[config.mk]
export PLATFORM = sky130hd
export DESIGN_NAME = sync_node_top
export DESIGN_NICKNAME = d
export VERILOG_FILES = /design/src/pco_pkg.sv /design/src/cfg_pkg.sv /design/src/cfg_shift_reg.sv /design/src/pco_osc.sv /design/src/duty_ctrl.sv /design/src/seq_pulsegen.sv /design/src/sync_node_top.sv
export SDC_FILE = /design/constraint.sdc
export NUM_CORES = 1
export LEC_CHECK = 0
export BUFFER_PORTS_ARGS = -buffer_cell sky130_fd_sc_hd__clkbuf_2
export CAP_MARGIN = 20
export CORE_MARGIN = 8
export CORE_UTILIZATION = 45
export CTS_BUF_LIST = sky130_fd_sc_hd__clkbuf_2 sky130_fd_sc_hd__clkbuf_4 sky130_fd_sc_hd__clkbuf_8
export CTS_CLUSTER_DIAMETER = 40
export CTS_CLUSTER_SIZE = 30
export DETAILED_ROUTE_END_ITERATION = 16
export PLACE_DENSITY = 0.66
export SLEW_MARGIN = 25
export SYNTH_ARGS = -nofsm -noshare
export SYNTH_HDL_FRONTEND = slang
export SYNTH_HIERARCHICAL = 1
export SYNTH_SLANG_ARGS = --single-unit
[constraint.sdc]
create_clock -name clk -period 5.7 [get_ports clk]
set_input_delay 0.855 -clock clk [delete_from_list [all_inputs] [get_ports clk]]
set_output_delay 0.855 -clock clk [all_outputs]
set_load 0.03 [all_outputs]
[src/pco_pkg.sv]
// counter width, counter constants and controller state encoding, imported by the pco, controller and top
package pco_pkg;

	// width of every pco/controller counter and configured limit
	localparam int unsigned cntr_bits = 13;

	typedef logic [cntr_bits-1:0] cntr_t;

	localparam cntr_t cntr_zero = '0;
	localparam cntr_t cntr_one  = cntr_t'(1); // pco counter restarts here, never at 0

	// duty-cycling controller states
	// idle_s       reset state, leaves as soon as the block is enabled
	// desync_s     reset tracker counts lead and slave resets
	// synclead_s   synced as the fastest node, duty window open
	// syncslave_s  synced to a faster node, duty window open
	// checklead_s  window closed, next reset decides lead sync or desync
	// checklave_s  window closed, next reset decides slave sync or desync
	typedef enum logic [2:0] {
		idle_s      = 3'd0,
		desync_s    = 3'd1,
		synclead_s  = 3'd2,
		syncslave_s = 3'd3,
		checklead_s = 3'd4,
		checklave_s = 3'd5
	} ctrl_state_t;

endpackage

[src/cfg_pkg.sv]
// bit layout of the serial configuration register, shared by the register and the testbench
package cfg_pkg;
	import pco_pkg::*;

	localparam int unsigned seq_len       = 16; // encoded coupling sequence length
	localparam int unsigned seq_cntr_bits = $clog2(seq_len);
	localparam logic [seq_cntr_bits-1:0] seq_last = seq_cntr_bits'(seq_len - 1);

	localparam int unsigned ctrl_bits = 4; // pco_en, pulsegen_en, controller_en, pco_design_sel
	localparam int unsigned cfg_width = ctrl_bits + seq_len + 8 * cntr_bits;

	// field lsb positions, counted up from the lsb
	// n_duty sits at the bottom, control bits at the top
	localparam int unsigned n_duty_pos     = 0;
	localparam int unsigned n_pulse_pos    = n_duty_pos + cntr_bits;
	localparam int unsigned n_duty_l_pos   = n_pulse_pos + cntr_bits;
	localparam int unsigned n_duty_h_pos   = n_duty_l_pos + cntr_bits;
	localparam int unsigned n_pco_pos      = n_duty_h_pos + cntr_bits;
	localparam int unsigned n_cstr_pos     = n_pco_pos + cntr_bits;
	localparam int unsigned n_blackout_pos = n_cstr_pos + cntr_bits;
	localparam int unsigned n_delay_pos    = n_blackout_pos + cntr_bits;
	localparam int unsigned seq_pos        = n_delay_pos + cntr_bits;
	localparam int unsigned pco_en_pos         = seq_pos + seq_len;
	localparam int unsigned pulsegen_en_pos    = pco_en_pos + 1;
	localparam int unsigned controller_en_pos  = pco_en_pos + 2;
	localparam int unsigned pco_design_sel_pos = pco_en_pos + 3; // msb of the register

endpackage

[src/cfg_shift_reg.sv]
// serial configuration register: shadow shift chain, load-strobed active copy and field decode
module cfg_shift_reg import pco_pkg::*, cfg_pkg::*; (
	input  logic clk,
	input  logic greset_n,
	input  logic spi_din,
	input  logic cfg_load,
	output logic spi_dout,
	output logic pco_en,
	output logic pulsegen_en,
	output logic controller_en,
	output logic pco_design_sel,
	output logic [0:seq_len-1] encoded, // bit 0 is played first
	output cntr_t n_delay,
	output cntr_t n_blackout,
	output cntr_t n_cstr,
	output cntr_t n_pco,
	output cntr_t n_duty_h,
	output cntr_t n_duty_l,
	output cntr_t n_pulse,
	output cntr_t n_duty
);

	logic [cfg_width-1:0] shadow_reg;
	logic [cfg_width-1:0] active_reg;

	// first bit in ends up at the msb after cfg_width clocks
	always_ff @(posedge clk) begin
		shadow_reg <= {shadow_reg[cfg_width-2:0], spi_din};
	end

	assign spi_dout = shadow_reg[cfg_width-1]; // daisy-chain out

	// active copy starts all zero so every block comes up disabled
	always_ff @(posedge clk) begin
		if (!greset_n) begin
			active_reg <= '0;
		end else if (cfg_load) begin
			active_reg <= shadow_reg;
		end
	end

	assign pco_en         = active_reg[pco_en_pos];
	assign pulsegen_en    = active_reg[pulsegen_en_pos];
	assign controller_en  = active_reg[controller_en_pos];
	assign pco_design_sel = active_reg[pco_design_sel_pos];
	assign encoded        = active_reg[seq_pos +: seq_len]; // field msb maps to index 0

	// pco limits
	assign n_delay    = active_reg[n_delay_pos +: cntr_bits];
	assign n_blackout = active_reg[n_blackout_pos +: cntr_bits];
	assign n_cstr     = active_reg[n_cstr_pos +: cntr_bits];
	assign n_pco      = active_reg[n_pco_pos +: cntr_bits];
	// controller limits
	assign n_duty_h   = active_reg[n_duty_h_pos +: cntr_bits];
	assign n_duty_l   = active_reg[n_duty_l_pos +: cntr_bits];
	assign n_pulse    = active_reg[n_pulse_pos +: cntr_bits];
	assign n_duty     = active_reg[n_duty_pos +: cntr_bits];

endmodule

[src/pco_osc.sv]
// progressively-slowing pulse-coupled oscillator with peak coupling, blackout and forced reset
module pco_osc import pco_pkg::*; (
	input  logic  clk,
	input  logic  greset_n,
	input  logic  enable,
	input  logic  peak_in,
	input  logic  pco_design_sel, // restart delay from 1 after a forced reset
	input  cntr_t n_delay,
	input  cntr_t n_blackout,
	input  cntr_t n_cstr,
	input  cntr_t n_pco,
	output cntr_t cntr_pco,
	output logic  pco_pulse_out,
	output logic  pco_pulse_type
);

	cntr_t cntr_del;
	cntr_t cntr_trig;
	logic [2:0] cpulse_sync; // two sync flops plus previous sample
	logic cpulse;
	logic cpulse_will_reset;
	logic trig_clk;
	logic trig_clk_will_reset;
	logic cntr_trig_en;
	logic cntr_pco_rst;

	// rising edge of synced peak, ignored during blackout
	assign cpulse = cpulse_sync[1] && !cpulse_sync[2] && (cntr_pco > n_blackout);
	// extra bit so cntr_pco + n_cstr cannot wrap
	assign cpulse_will_reset = ({1'b0, cntr_pco} + {1'b0, n_cstr}) >= {1'b0, n_pco};

	assign cntr_trig_en = (cntr_del == n_delay); // initial delay done
	assign trig_clk = ((cntr_trig + 1'b1) == cntr_pco) && cntr_trig_en;
	assign trig_clk_will_reset = (cntr_pco + 1'b1) == n_pco;

	assign cntr_pco_rst = enable && ((cpulse && cpulse_will_reset) || (trig_clk && trig_clk_will_reset));
	assign pco_pulse_out = cntr_pco_rst;
	assign pco_pulse_type = enable && cpulse && cpulse_will_reset; // 1 = forced by peak

	// peak_in comes from another domain
	always_ff @(posedge clk) begin
		if (!greset_n) begin
			cpulse_sync <= '0;
		end else if (enable) begin
			cpulse_sync <= {cpulse_sync[1:0], peak_in};
		end
	end

	// delay counter, saturates at n_delay
	always_ff @(posedge clk) begin
		if (!greset_n) begin
			cntr_del <= cntr_zero;
		end else if (cntr_pco_rst) begin
			cntr_del <= (pco_design_sel && pco_pulse_type) ? cntr_one : cntr_zero;
		end else if (enable && (cntr_del != n_delay)) begin
			cntr_del <= cntr_del + 1'b1;
		end
	end

	// trigger counter wraps at cntr_pco, so each step of cntr_pco takes longer
	always_ff @(posedge clk) begin
		if (!greset_n || cntr_pco_rst) begin
			cntr_trig <= cntr_zero;
		end else if (enable) begin
			if ((cntr_trig + 1'b1) == cntr_pco) begin
				cntr_trig <= cntr_zero;
			end else begin
				cntr_trig <= cntr_trig + 1'b1;
			end
		end
	end

	// pco phase counter
	always_ff @(posedge clk) begin
		if (!greset_n) begin
			cntr_pco <= cntr_one;
		end else if (enable) begin
			if (cntr_pco_rst) begin
				cntr_pco <= cntr_one; // natural or forced reset
			end else if (cpulse) begin
				cntr_pco <= cntr_pco + n_cstr; // coupling jump, stays below n_pco
			end else if (trig_clk) begin
				cntr_pco <= cntr_pco + 1'b1;
			end
		end
	end

endmodule

[src/duty_ctrl.sv]
// duty-cycling controller: tracks lead/slave sync from pco resets and opens the duty window
module duty_ctrl import pco_pkg::*; (
	input  logic        clk,
	input  logic        greset_n,
	input  logic        enable,
	input  logic        pco_pulse_out,
	input  logic        pco_pulse_type,
	input  cntr_t       cntr_pco,
	input  cntr_t       n_duty_h,
	input  cntr_t       n_duty_l,
	input  cntr_t       n_pulse,
	input  cntr_t       n_duty,
	output logic        duty_out,
	output ctrl_state_t state
);

	ctrl_state_t next_state;
	cntr_t cntr1_lead;  // consecutive natural resets
	cntr_t cntr1_slave; // late forced resets
	cntr_t cntr2;       // pco pulses seen while synced
	logic natural_reset;
	logic forced_reset;
	logic synchronized;
	logic duty_out_en;
	logic sync_lead;
	logic sync_slave;
	logic cntr1_rst;
	logic cntr2_rst;

	assign natural_reset = pco_pulse_out && !pco_pulse_type;
	assign forced_reset  = pco_pulse_out && pco_pulse_type;
	assign synchronized  = sync_lead || sync_slave;
	assign duty_out_en   = (cntr_pco >= n_duty_l) && (cntr_pco <= n_duty_h) && synchronized;

	always_ff @(posedge clk) begin
		if (!greset_n) begin
			duty_out <= 1'b0;
		end else if (enable) begin
			duty_out <= duty_out_en;
		end
	end

	// reset tracker
	always_ff @(posedge clk) begin
		if (!greset_n || cntr1_rst) begin
			cntr1_lead  <= cntr_zero;
			cntr1_slave <= cntr_zero;
		end else if (enable) begin
			if (forced_reset) begin
				if (cntr_pco <= n_duty_h) begin // premature, likely a stray node
					cntr1_lead  <= cntr_zero;
					cntr1_slave <= cntr_zero;
				end else begin
					cntr1_slave <= cntr1_slave + 1'b1; // pulled in by a faster node
				end
			end else if (natural_reset) begin
				cntr1_lead <= cntr1_lead + 1'b1; // fastest or alone
			end
		end
	end

	// duty period counter, stops one past n_duty
	always_ff @(posedge clk) begin
		if (!greset_n || cntr2_rst) begin
			cntr2 <= cntr_zero;
		end else if (enable && pco_pulse_out && synchronized && (cntr2 <= n_duty)) begin
			cntr2 <= cntr2 + 1'b1;
		end
	end

	always_ff @(posedge clk) begin
		if (!greset_n) begin
			state <= idle_s;
		end else if (enable) begin
			state <= next_state;
		end
	end

	always_comb begin
		next_state = state;
		sync_lead  = 1'b0;
		sync_slave = 1'b0;
		cntr1_rst  = 1'b0;
		cntr2_rst  = 1'b0;
		case (state)
			idle_s: begin
				if (enable) begin
					next_state = desync_s;
					cntr1_rst  = 1'b1;
				end
			end
			desync_s: begin
				if (cntr1_lead == n_pulse) begin
					next_state = synclead_s;
					cntr2_rst  = 1'b1;
				end else if (cntr1_slave == n_pulse) begin
					next_state = syncslave_s;
					cntr2_rst  = 1'b1;
				end
			end
			synclead_s: begin
				sync_lead = 1'b1;
				if (cntr2 > n_duty) next_state = checklead_s; // window used up
			end
			syncslave_s: begin
				sync_slave = 1'b1;
				if (cntr2 > n_duty) next_state = checklave_s;
			end
			checklead_s: begin
				if (natural_reset) begin // still the leader
					next_state = synclead_s;
					cntr2_rst  = 1'b1;
				end else if (forced_reset) begin
					next_state = desync_s;
					cntr1_rst  = 1'b1;
				end
			end
			checklave_s: begin
				if (forced_reset) begin // still following
					next_state = syncslave_s;
					cntr2_rst  = 1'b1;
				end else if (natural_reset) begin
					next_state = desync_s;
					cntr1_rst  = 1'b1;
				end
			end
			default: next_state = idle_s;
		endcase
	end

endmodule

[src/seq_pulsegen.sv]
// coupling sequence generator, plays the encoded bits once per trigger and holds the last bit
module seq_pulsegen import cfg_pkg::*; (
	input  logic clk,
	input  logic greset_n,
	input  logic enable,
	input  logic trigger, // pco reset pulse
	input  logic [0:seq_len-1] encoded,
	output logic pulsegen_out
);

	logic [seq_cntr_bits-1:0] seq_idx;

	assign pulsegen_out = encoded[seq_idx];

	// parked on the last bit until the next trigger
	always_ff @(posedge clk) begin
		if (!greset_n) begin
			seq_idx <= seq_last;
		end else if (enable) begin
			if (trigger && (seq_idx == seq_last)) begin
				seq_idx <= '0; // re-arm only from the end
			end else if (seq_idx != seq_last) begin
				seq_idx <= seq_idx + 1'b1;
			end
		end
	end

endmodule

[src/sync_node_top.sv]
// pco sync node top, joins the configuration register to the oscillator, controller and pulse generator
module sync_node_top import pco_pkg::*, cfg_pkg::*; (
	input  logic        clk,
	input  logic        greset_n,
	input  logic        spi_din,
	input  logic        cfg_load,
	input  logic        peak_in, // correlator peak, now from outside
	output logic        spi_dout,
	output cntr_t       cntr_pco,
	output logic        pco_pulse_out,
	output logic        pco_pulse_type,
	output logic        duty_out,
	output ctrl_state_t state,
	output logic        pulsegen_out
);

	logic pco_en;
	logic pulsegen_en;
	logic controller_en;
	logic pco_design_sel;
	logic [0:seq_len-1] encoded;
	cntr_t n_delay;
	cntr_t n_blackout;
	cntr_t n_cstr;
	cntr_t n_pco;
	cntr_t n_duty_h;
	cntr_t n_duty_l;
	cntr_t n_pulse;
	cntr_t n_duty;

	cfg_shift_reg cfg1 (
		.clk(clk), .greset_n(greset_n), .spi_din(spi_din), .cfg_load(cfg_load),
		.spi_dout(spi_dout), .pco_en(pco_en), .pulsegen_en(pulsegen_en),
		.controller_en(controller_en), .pco_design_sel(pco_design_sel), .encoded(encoded),
		.n_delay(n_delay), .n_blackout(n_blackout), .n_cstr(n_cstr), .n_pco(n_pco),
		.n_duty_h(n_duty_h), .n_duty_l(n_duty_l), .n_pulse(n_pulse), .n_duty(n_duty)
	);

	pco_osc pco1 (
		.clk(clk), .greset_n(greset_n), .enable(pco_en), .peak_in(peak_in),
		.pco_design_sel(pco_design_sel), .n_delay(n_delay), .n_blackout(n_blackout),
		.n_cstr(n_cstr), .n_pco(n_pco), .cntr_pco(cntr_pco),
		.pco_pulse_out(pco_pulse_out), .pco_pulse_type(pco_pulse_type)
	);

	duty_ctrl ctrl1 (
		.clk(clk), .greset_n(greset_n), .enable(controller_en),
		.pco_pulse_out(pco_pulse_out), .pco_pulse_type(pco_pulse_type), .cntr_pco(cntr_pco),
		.n_duty_h(n_duty_h), .n_duty_l(n_duty_l), .n_pulse(n_pulse), .n_duty(n_duty),
		.duty_out(duty_out), .state(state)
	);

	// each pco reset launches one coupling sequence
	seq_pulsegen pgen1 (
		.clk(clk), .greset_n(greset_n), .enable(pulsegen_en), .trigger(pco_pulse_out),
		.encoded(encoded), .pulsegen_out(pulsegen_out)
	);

endmodule

==> results.cfg, run 1 <==
[clock_tree]
cts.sinks = 337
insertion_delay_ns = 0.60
cts_setup_buffers = 0
numCtsBuffers = 47
cts_tree = yes
htree_num_levels = 2
cts.clk_slew.worst_paths_ns = 0.12
root_buffer = clkbuf_8
cts_buffer_depth = 3

[global_routing]
grt_overflow = 0
grt_pass1_wl_um = 57700
grtUsageTotal_pct = 16.8
antenna_found_initial = 0
grt_pass1_vias = 11300
grt_max_degree = 83

[finish]
syn_to_final_growth_pct = 10.3
stdcell_area_um2 = 17200
fillCellCount = 3245
layout-drive-gt1-share_pct = 11.3
nets = 1690
diodes = 0

[synthesis]
syn_area_um2 = 15600
syn_nets = 1669
ys.flop_type = dfxtp_1
syn_inst = 1578
yosysWarningCount = 6
synth_seq_cells = 337
ys_types = 93
synthArstFlopShare_pct = 0
yosysSeqAreaShare_pct = 43.2
synth_area_per_cell_um2 = 9.89
synth_edf_count = 0

[worst_setup_path]
crit_path_frequent_cell = ha_1
cp_top_family = compound AO/OA/AOI/OAI gates
r2r-end = ctrl1/cntr1_lead[7]
crit_path_top_delay_cell = fa_1
reg2reg_depth = 22
rr_startpoint = pco1/cntr_pco[0]
path_class = flip-flop to output port
critPathBufInv = 1
crit_path_cell_trace = ha_1 -> fa_1 -> a211oi_1 -> nor2_1 -> o41a_1 -> a221oi_2 -> o21ai_0 -> xor2_1 -> ha_1 -> nor2b_1 -> a2111oi_2 -> o21ai_1 -> a211o_1 -> nand3_2 -> nand2_2 -> clkbuf_4
r2r_setup_slack_ns = 0.63
arrival_ns = 4.58
startpoint_type = flip-flop
slowest_delay_ns = 0.43
worstPathMaxFanout = 8
cp.required_ns = 4.85
endpoint_kind = output port

[sta]
fmax_mhz = 184
finalMaxSlewViolations = 0
finalSetupTns_ns = 0
finalCritPeriodShare_pct = 95.4
clock_skew_ns = 0.0363
hold_viol_final = 0
rsz0062_at_grt = false
slew-limit-headroom_pct = 32.3
tightest_slew_ns = 1.01
finalSetupViolCount = 0
final.min_clock_period_ns = 5.44

[power_and_ir_drop]
p_clk_share_pct = 46.4
pwr-share-comb_pct = 4.2
switching_share_pct = 26.5
peakVddDrop_mv = 0.180
p_switching_w = 0.00130
seqPwrFrac_pct = 49.4
power.leakage_nw = 6.86
p_int_w = 0.00360
powerDensity_nw_per_um2 = 285

[floorplan]
die_w_um = 202
core-area_um2 = 34400
ios = 26
initial_utilization_pct = 45.4
die-area_um2 = 40900
die_y_um = 202
rows = 68

[hold_path]
hold_depth = 0
hold_class = flip-flop to flip-flop
holdPathEnd = cfg1/shadow_reg[118]
min_from = cfg1/shadow_reg[117]

[placement]
port_buffers = 25
dp_hpwl_um = 23100
dpl_cell_area_um2 = 16000
gp_congestion = 0.883

[run_status]
status = complete, no violations

[detailed_routing]
wirelength_um = 34400
ant_nets = 0
avgRoutedWirePerCell_um = 16.4
drtIter0Drc = 731
vias = 11200
routed_via_density = 5.37
drtPass1Iterations = 5
route.detailed.drc = 0

[job]
cap_violations = 0
## how the worst max path moves through the flow
| stage | slack, ns | end | from | cells after the start |
|---|---|---|---|---|
| floorplan | 0.36 | ctrl1/cntr1_lead[8] | pco1/cntr_pco[0] | 21 |
| global placement | 0.41 | ctrl1/cntr1_lead[8] | pco1/cntr_pco[0] | 21 |
| finish | 0.26 | pco_pulse_out | pco1/cntr_pco[0] | 16 |
| CTS | 0.08 | pco_pulse_out | pco1/cntr_pco[0] | 16 |
| detailed placement | 0.24 | ctrl1/cntr1_lead[8] | pco1/cntr_pco[0] | 21 |
| global route | 0.06 | pco_pulse_out | pco1/cntr_pco[0] | 16 |
## cell type report
class | instances | area, µm² | share of cell area [%]
inverter | 90 | 338 | 1.96
clock inverter | 34 | 479 | 2.78
clock buffer | 53 | 717 | 4.16
multi-input combinational | 1073 | 8050 | 46.7
sequential | 337 | 6750 | 39.2
tap | 455 | 569 | 3.31
timing repair buffer | 50 | 324 | 1.88
## layout by cell type (no fill, tap or decap), drive strengths merged, types with 7 or more instances in the layout
cell type    n
nand3       54
or4         17
inv        106
xor2        31
nand4       34
o21ai       43
nor2        72
nor4         8
clkbuf      76
o31ai       16
a21oi       78
a21o        18
nand2b       8
o211ai       8
a31oi        8
mux2i      140
and3        18
and2         7
nor2b      134
dfxtp      337
nand3b       7
xnor2       65
o22ai        8
or3         13
nor3        18
ha          85
nand2       71
a211oi      11
buf         27
clkinv      12
## cells in the mapped netlist (all sizes together), types with 4 or more instances
cell     number  area [µm²]
or3          13        81.3
a31oi         8        50.1
or2           4        25.0
dfxtp       337        6750
nand3        54         280
and3         18         114
a22oi         6        45.0
and2          7        43.8
inv          88         330
nand2        71         267
o21a          5        37.5
o2111ai       6        52.6
o21ai        43         223
mux4          4         105
nor4          8        83.8
nand4        34         240
a211o         5        43.8
o311ai        4        52.6
xor2         31         272
xnor2        65         569
o211ai        8        65.1
or4b          4        40.0
a21o         18         135
o211a         4        40.0
o31a          4        35.0
o22ai         8        50.1
clkbuf       35         134
o31ai        16         125
nor3         18        90.1
a21oi        78         405
buf          43         364
nand3b        7        52.6
nand2b        8        50.1
or4          17         131
a311oi        5        50.0
mux2i       140        1400
and4          6        57.6
ha           85        1060
nor2b       134         846
nor2         72         270
a211oi       11        87.6
nor3b         4        30.0
## power by group through the flow
stage               logic [W]  clock network, W  registers, W
floorplan            0.000175                 0       0.00247
global placement     0.000203                 0       0.00247
detailed placement   0.000206                 0       0.00247
CTS                  0.000207           0.00235       0.00242
global route         0.000228           0.00246       0.00242
finish               0.000205           0.00228       0.00242
## per-layer routing
metal / wire length (µm) / GRT usage (%) / vias to the layer above
met3: 1650 / 3.12 / 85
met2: 15600 / 27.6 / 270
met4: 1120 / 6.76 / 0
li1: - / - / 5606
met5: 0 / 0 / -
met1: 16000 / 21.6 / 5280
## cell families after synthesis
group	share of synthesized area [%]
xor+xnor	5.53
fa+ha+maj	6.94
simple gates	17.9
buf+inv	5.36
compound gates	11.1
mux	9.87
flops	43.2
## what timing repair did
| action | 4_1_cts | 5_1_grt |
|---|---|---|
| endpoints found under the setup margin | 2 | 2 |
| endpoints found under the hold margin | 0 | 0 |
| hold buffers | 0 | 0 |
| resized for setup | 5 | 3 |
| pin swaps | 0 | 0 |
## stage by stage
| step | total power, W | instances | setup WS [ns] | hold slack (ns) | utilization (%) |
|---|---|---|---|---|---|
| after floorplan | 0.00264 | 1578 | 0.356 | 0.331 | - |
| after global placement | 0.00268 | 2005 | 0.409 | 0.334 | 46.5 |
| after detailed placement | 0.00268 | 2005 | 0.242 | 0.336 | 46.5 |
| after CTS | 0.00497 | 2092 | 0.0772 | 0.326 | 50.1 |
| after global routing | 0.00512 | 2092 | 0.0616 | 0.322 | 50.1 |
| final | 0.00490 | 2092 | 0.262 | 0.315 | 50.1 |
Note: power is estimated with default switching activity, not from simulation.
==> run 2: changes to the inputs <==
--- a/config.mk
+++ b/config.mk
@@ -5,7 +5,6 @@
 export SDC_FILE = /design/constraint.sdc
 export NUM_CORES = 1
 export LEC_CHECK = 0
-export BUFFER_PORTS_ARGS = -buffer_cell sky130_fd_sc_hd__clkbuf_2
 export CAP_MARGIN = 20
 export CORE_MARGIN = 8
 export CORE_UTILIZATION = 45
@@ -13,7 +12,9 @@
 export CTS_CLUSTER_DIAMETER = 40
 export CTS_CLUSTER_SIZE = 30
 export DETAILED_ROUTE_END_ITERATION = 16
-export PLACE_DENSITY = 0.66
+export DONT_BUFFER_PORTS = 1
+export PLACE_DENSITY = 0.57
+export SETUP_SLACK_MARGIN = 0.5
 export SLEW_MARGIN = 25
 export SYNTH_ARGS = -nofsm -noshare
 export SYNTH_HDL_FRONTEND = slang
==> results.cfg, run 2 (synthesis gave the netlist of run 1 again) <==
[run_status]
status = complete, no violations

[detailed_routing]
wl_met3_um = 1860
drt-met1-wl_um = 16800
ant_nets = 0
drtPass1Iterations = 6
routed_via_density = 5.32
wirelength_um = 34900
avgRoutedWirePerCell_um = 16.7
top_layer = met5
route.detailed.drc = 0
drtIter0Drc = 613
wl_met2_um = 15600
vias = 11100

[worst_setup_path]
startpoint_type = flip-flop
slowest_delay_ns = 0.39
rr_startpoint = cfg1/active_reg[65]
path_class = flip-flop to output port
crit_path_cell_trace = ha_4 -> fa_2 -> a211oi_2 -> nor2_1 -> o41a_1 -> a221oi_2 -> o21ai_1 -> xor2_1 -> ha_1 -> nor2b_4 -> a2111oi_4 -> o21ai_1 -> a211o_1 -> nand3_4 -> clkinvlp_4 -> buf_8
crit_path_frequent_cell = o21ai_1
cp.required_ns = 4.85
arrival_ns = 4.37
critical_path.startpoint = cfg1/active_reg[65]
endpoint_kind = output port
worstPathMaxFanout = 3
crit_path_top_delay_cell = o41a_1

[hold_path]
hold_class = primary input to flip-flop
min_from = spi_din

[sta]
fmax_mhz = 191
rsz0062_at_grt = true
tightest_slew_ns = 0.936
finalMaxSlewViolations = 0
slew-limit-headroom_pct = 37.2
finalSetupTns_ns = 0
finalSetupViolCount = 0
final.min_clock_period_ns = 5.23
clock_skew_ns = 0.0370
hold_viol_final = 0
finalCritPeriodShare_pct = 91.7

[clock_tree]
cts.clk_slew.worst_paths_ns = 0.08
numCtsBuffers = 50
cts.sinks = 337
htree_num_levels = 2
insertion_delay_ns = 0.63
cts_buffer_depth = 3
cts_tree = yes
root_buffer = clkbuf_8

[global_routing]
grt_pass1_wl_um = 56800
antenna_found_initial = 3
grtUsageTotal_pct = 16.8
grt_max_degree = 149
grt_pass1_vias = 10700
grt_overflow = 0

[power_and_ir_drop]
p_clk_share_pct = 47.0
seqPwrFrac_pct = 49.6
power.leakage_nw = 6.82
pwr-share-comb_pct = 3.4
switching_share_pct = 23.8
fin_total_pwr_w = 0.00487
peakVddDrop_mv = 0.171
p_int_w = 0.00371
powerDensity_nw_per_um2 = 282
p_switching_w = 0.00116

[finish]
mostFrequentLayoutCell = dfxtp_1
nets = 1682
final_util_pct = 50.4
syn_to_final_growth_pct = 10.9
final_cell_mix = dfxtp_1 (335), mux2i_1 (140), nor2b_1 (132)
layout-drive-gt1-share_pct = 11.7
diodes = 0
stdcell_area_um2 = 17300

[floorplan]
die_w_um = 202
initial_utilization_pct = 45.4
core-area_um2 = 34400
ios = 26
die-area_um2 = 40900
die_y_um = 202
rows = 68

[placement]
port_buffers = 0
gp_congestion = 0.850
dpl_cell_area_um2 = 15900
dp_hpwl_um = 23000

[job]
cap_violations = 0
==> run 2: cell count changes in the layout (fill, tap and decap cells not counted), moves of 3 or more <==
cell	change
buf_4	+9
clkinvlp_4	+4
clkbuf_8	+4
inv_8	-3
bufinv_16	+3
inv_6	+4
inv_12	-4
clkbuf_2	-22
clkinv_2	+3
inv_16	-4
==> run 2: power groups by stage <==
stage	combinational, W	sequential [W]	clock (W)
2_1_floorplan	0.000175	0.00247	0
3_3_place_gp	0.000161	0.00247	0
3_5_place_dp	0.000164	0.00247	0
4_1_cts	0.000166	0.00242	0.00236
5_1_grt	0.000183	0.00242	0.00247
6_report	0.000165	0.00242	0.00229
==> run 2: through the flow <==
step / hold WS (ns) / std cells / setup slack, ns
after global routing: 0.205 / 2085 / 0.281
after detailed placement: 0.336 / 1978 / 0.320
after global placement: 0.334 / 1978 / 0.432
final: 0.256 / 2085 / 0.471
after floorplan: 0.331 / 1578 / 0.627
after CTS: 0.210 / 2078 / 0.488
==> run 2: worst paths after layout <==
kind                                             to  slack (ns)  cells past startpoint
worst max register to register  ctrl1/cntr1_lead[8]        0.67                     22
worst min-delay path             cfg1/shadow_reg[0]        0.26                      0
worst min register to register  cfg1/shadow_reg[81]        0.33                      0
worst max-delay path                 pco_pulse_type        0.47                     16
==> run 2: layout make-up <==
class | count | area (µm²)
repair buffers | 39 | 318
multi-input cells | 1073 | 8130
well taps | 455 | 569
clock inverters | 35 | 433
fillers | 3281 | 17100
clock buffers | 56 | 764
flip-flops and latches | 337 | 6750
inverters | 90 | 342
==> run 2: metal layers <==
metal,GRT usage [%],vias up
met4,4.53,2
li1,-,5601
met5,0,-
met3,4.08,54
met1,22.5,5240
met2,26.8,187
==> run 2: critical path, delay by kind of cell (launching register included) <==
kind	cells	cell delay (ns)
AO/OA/AOI/OAI	7	1.79
adder cells (fa/ha/maj)	3	0.81
AND/OR/NAND/NOR	3	0.35
flip-flops	1	0.34
buffers and inverters	2	0.26
XOR/XNOR	1	0.21
==> run 2: timing repair <==
| item | in CTS | in global routing |
|---|---|---|
| pin swaps | 9 | 14 |
| setup buffers | 9 | 7 |
| hold buffers | 0 | 0 |
| setup endpoints to repair | 38 | 36 |
| gates resized for setup | 17 | 16 |
==> run 3: changes to the inputs <==
--- a/config.mk
+++ b/config.mk
@@ -5,16 +5,17 @@
 export SDC_FILE = /design/constraint.sdc
 export NUM_CORES = 1
 export LEC_CHECK = 0
-export CAP_MARGIN = 20
+export CAP_MARGIN = 10
 export CORE_MARGIN = 8
-export CORE_UTILIZATION = 45
+export CORE_UTILIZATION = 61
 export CTS_BUF_LIST = sky130_fd_sc_hd__clkbuf_2 sky130_fd_sc_hd__clkbuf_4 sky130_fd_sc_hd__clkbuf_8
 export CTS_CLUSTER_DIAMETER = 40
 export CTS_CLUSTER_SIZE = 30
 export DETAILED_ROUTE_END_ITERATION = 16
 export DONT_BUFFER_PORTS = 1
-export PLACE_DENSITY = 0.57
+export PLACE_DENSITY = 0.74
 export SETUP_SLACK_MARGIN = 0.5
+export SKIP_CTS_REPAIR_TIMING = 1
 export SLEW_MARGIN = 25
 export SYNTH_ARGS = -nofsm -noshare
 export SYNTH_HDL_FRONTEND = slang
==> results.cfg, run 3 (synthesis gave the netlist of run 1 again) <==
[floorplan]
ios = 26
core-area_um2 = 25200
die_w_um = 176
die-area_um2 = 31000
initial_utilization_pct = 62.0
die_y_um = 176
rows = 58

[clock_tree]
htree_num_levels = 2
cts_buffer_depth = 3
insertion_delay_ns = 0.60
cts.sinks = 337
cts_tree = yes
cts.clk_slew.worst_paths_ns = 0.09
root_buffer = clkbuf_8
numCtsBuffers = 43

[worst_setup_path]
reg2reg_depth = 21
cp_top_family = compound AO/OA/AOI/OAI gates
critPathBufInv = 2
crit_path_top_delay_cell = o41a_1
crit_path_cell_trace = ha_4 -> fa_2 -> a211oi_2 -> nor2_2 -> o41a_1 -> a221oi_2 -> o21ai_1 -> xor2_1 -> ha_1 -> nor2b_4 -> a2111oi_4 -> o21ai_1 -> a211o_1 -> nand3_4 -> clkinvlp_4 -> buf_6
cp.required_ns = 4.85
worstPathMaxFanout = 4
arrival_ns = 4.45
endpoint_kind = output port
slowest_delay_ns = 0.42
crit_path_frequent_cell = o21ai_1
path_class = flip-flop to output port
startpoint_type = flip-flop
critical_path_depth = 16

[finish]
diodes = 0
final_util_pct = 67.3
fillCellCount = 1980
multi_input_area_um2 = 8130
nets = 1668
mostFrequentLayoutCell = dfxtp_1
layout-drive-gt1-share_pct = 10.6
seqCellArea_um2 = 6750
syn_to_final_growth_pct = 8.51
final_cell_mix = dfxtp_1 (335), mux2i_1 (140), nor2b_1 (132)

[detailed_routing]
drtPass1Iterations = 6
routed_via_density = 5.79
vias = 11200
ant_nets = 0
route.detailed.drc = 0
wirelength_um = 33100
drtIter0Drc = 824
avgRoutedWirePerCell_um = 17.1

[run_status]
status = complete, no violations

[sta]
finalWorstSetupSlack_ns = 0.398
finalMaxSlewViolations = 0
hold_viol_final = 0
fmax_mhz = 189
tightest_slew_ns = 0.877
finalSetupTns_ns = 0
rsz0062_at_grt = true
finalSetupViolCount = 0
finalCritPeriodShare_pct = 93.0
clock_skew_ns = 0.0451
final.min_clock_period_ns = 5.30
slew-limit-headroom_pct = 41.4

[global_routing]
grt_overflow = 0
grt_pass1_vias = 10900
grt_pass1_wl_um = 54300
grtUsageTotal_pct = 21.0
antenna_found_initial = 0
grt_max_degree = 149

[power_and_ir_drop]
power.leakage_nw = 6.72
powerDensity_nw_per_um2 = 270
peakVddDrop_mv = 0.249

[placement]
port_buffers = 0
place_ws_ns = 0.367
gp_congestion = 0.938
dp_hpwl_um = 21600

[hold_path]
hold_depth = 0
hold_class = primary input to flip-flop

[job]
cap_violations = 0
run 3: final timing paths:
| check | slack, ns | to | start |
|---|---|---|---|
| hold / removal | 0.30 | cfg1/shadow_reg[0] | spi_din |
| hold reg to reg | 0.31 | cfg1/shadow_reg[122] | cfg1/shadow_reg[121] |
| setup / recovery | 0.40 | pco_pulse_type | pco1/cntr_pco[0] |
| setup reg to reg | 0.57 | ctrl1/cntr1_lead[9] | pco1/cntr_pco[0] |
run 3: final cells by class:
type | instances | area share [%]
Clock buffer | 48 | 3.79
Timing Repair Buffer | 32 | 1.64
Tap cell | 330 | 2.44
Multi-Input combinational cell | 1073 | 48.0
Sequential cell | 337 | 39.8
Clock inverter | 31 | 2.27
Inverter | 90 | 2.02
run 3: layer usage:
layer | wire length [µm] | GRT usage, % | vias up
met4 | 1160 | 8.94 | 0
met3 | 1690 | 3.42 | 98
met5 | 0 | 0 | -
li1 | - | - | 5573
met1 | 14900 | 27.2 | 5272
met2 | 15400 | 34.5 | 294
run 3: where the power goes:
group | switching (W) | leakage, nW | total (W) | internal, W
Combinational | 0.0000728 | 3.47 | 0.000164 | 0.0000908
Clock | 0.00109 | 0.509 | 0.00200 | 0.000911
Sequential | 0.0000255 | 2.74 | 0.00242 | 0.00239
Total | 0.00118 | 6.72 | 0.00458 | 0.00339
run 3: through the flow:
step | hold WS [ns] | cells | cell area, µm² | total power, W
global route | 0.259 | 1941 | 16900 | 0.00476
finish | 0.295 | 1941 | 16900 | 0.00458
detailed placement | 0.337 | 1852 | 15700 | 0.00263
CTS | 0.257 | 1931 | 16700 | 0.00463
floorplan | 0.331 | 1578 | 15600 | 0.00264
global placement | 0.334 | 1852 | 15700 | 0.00263
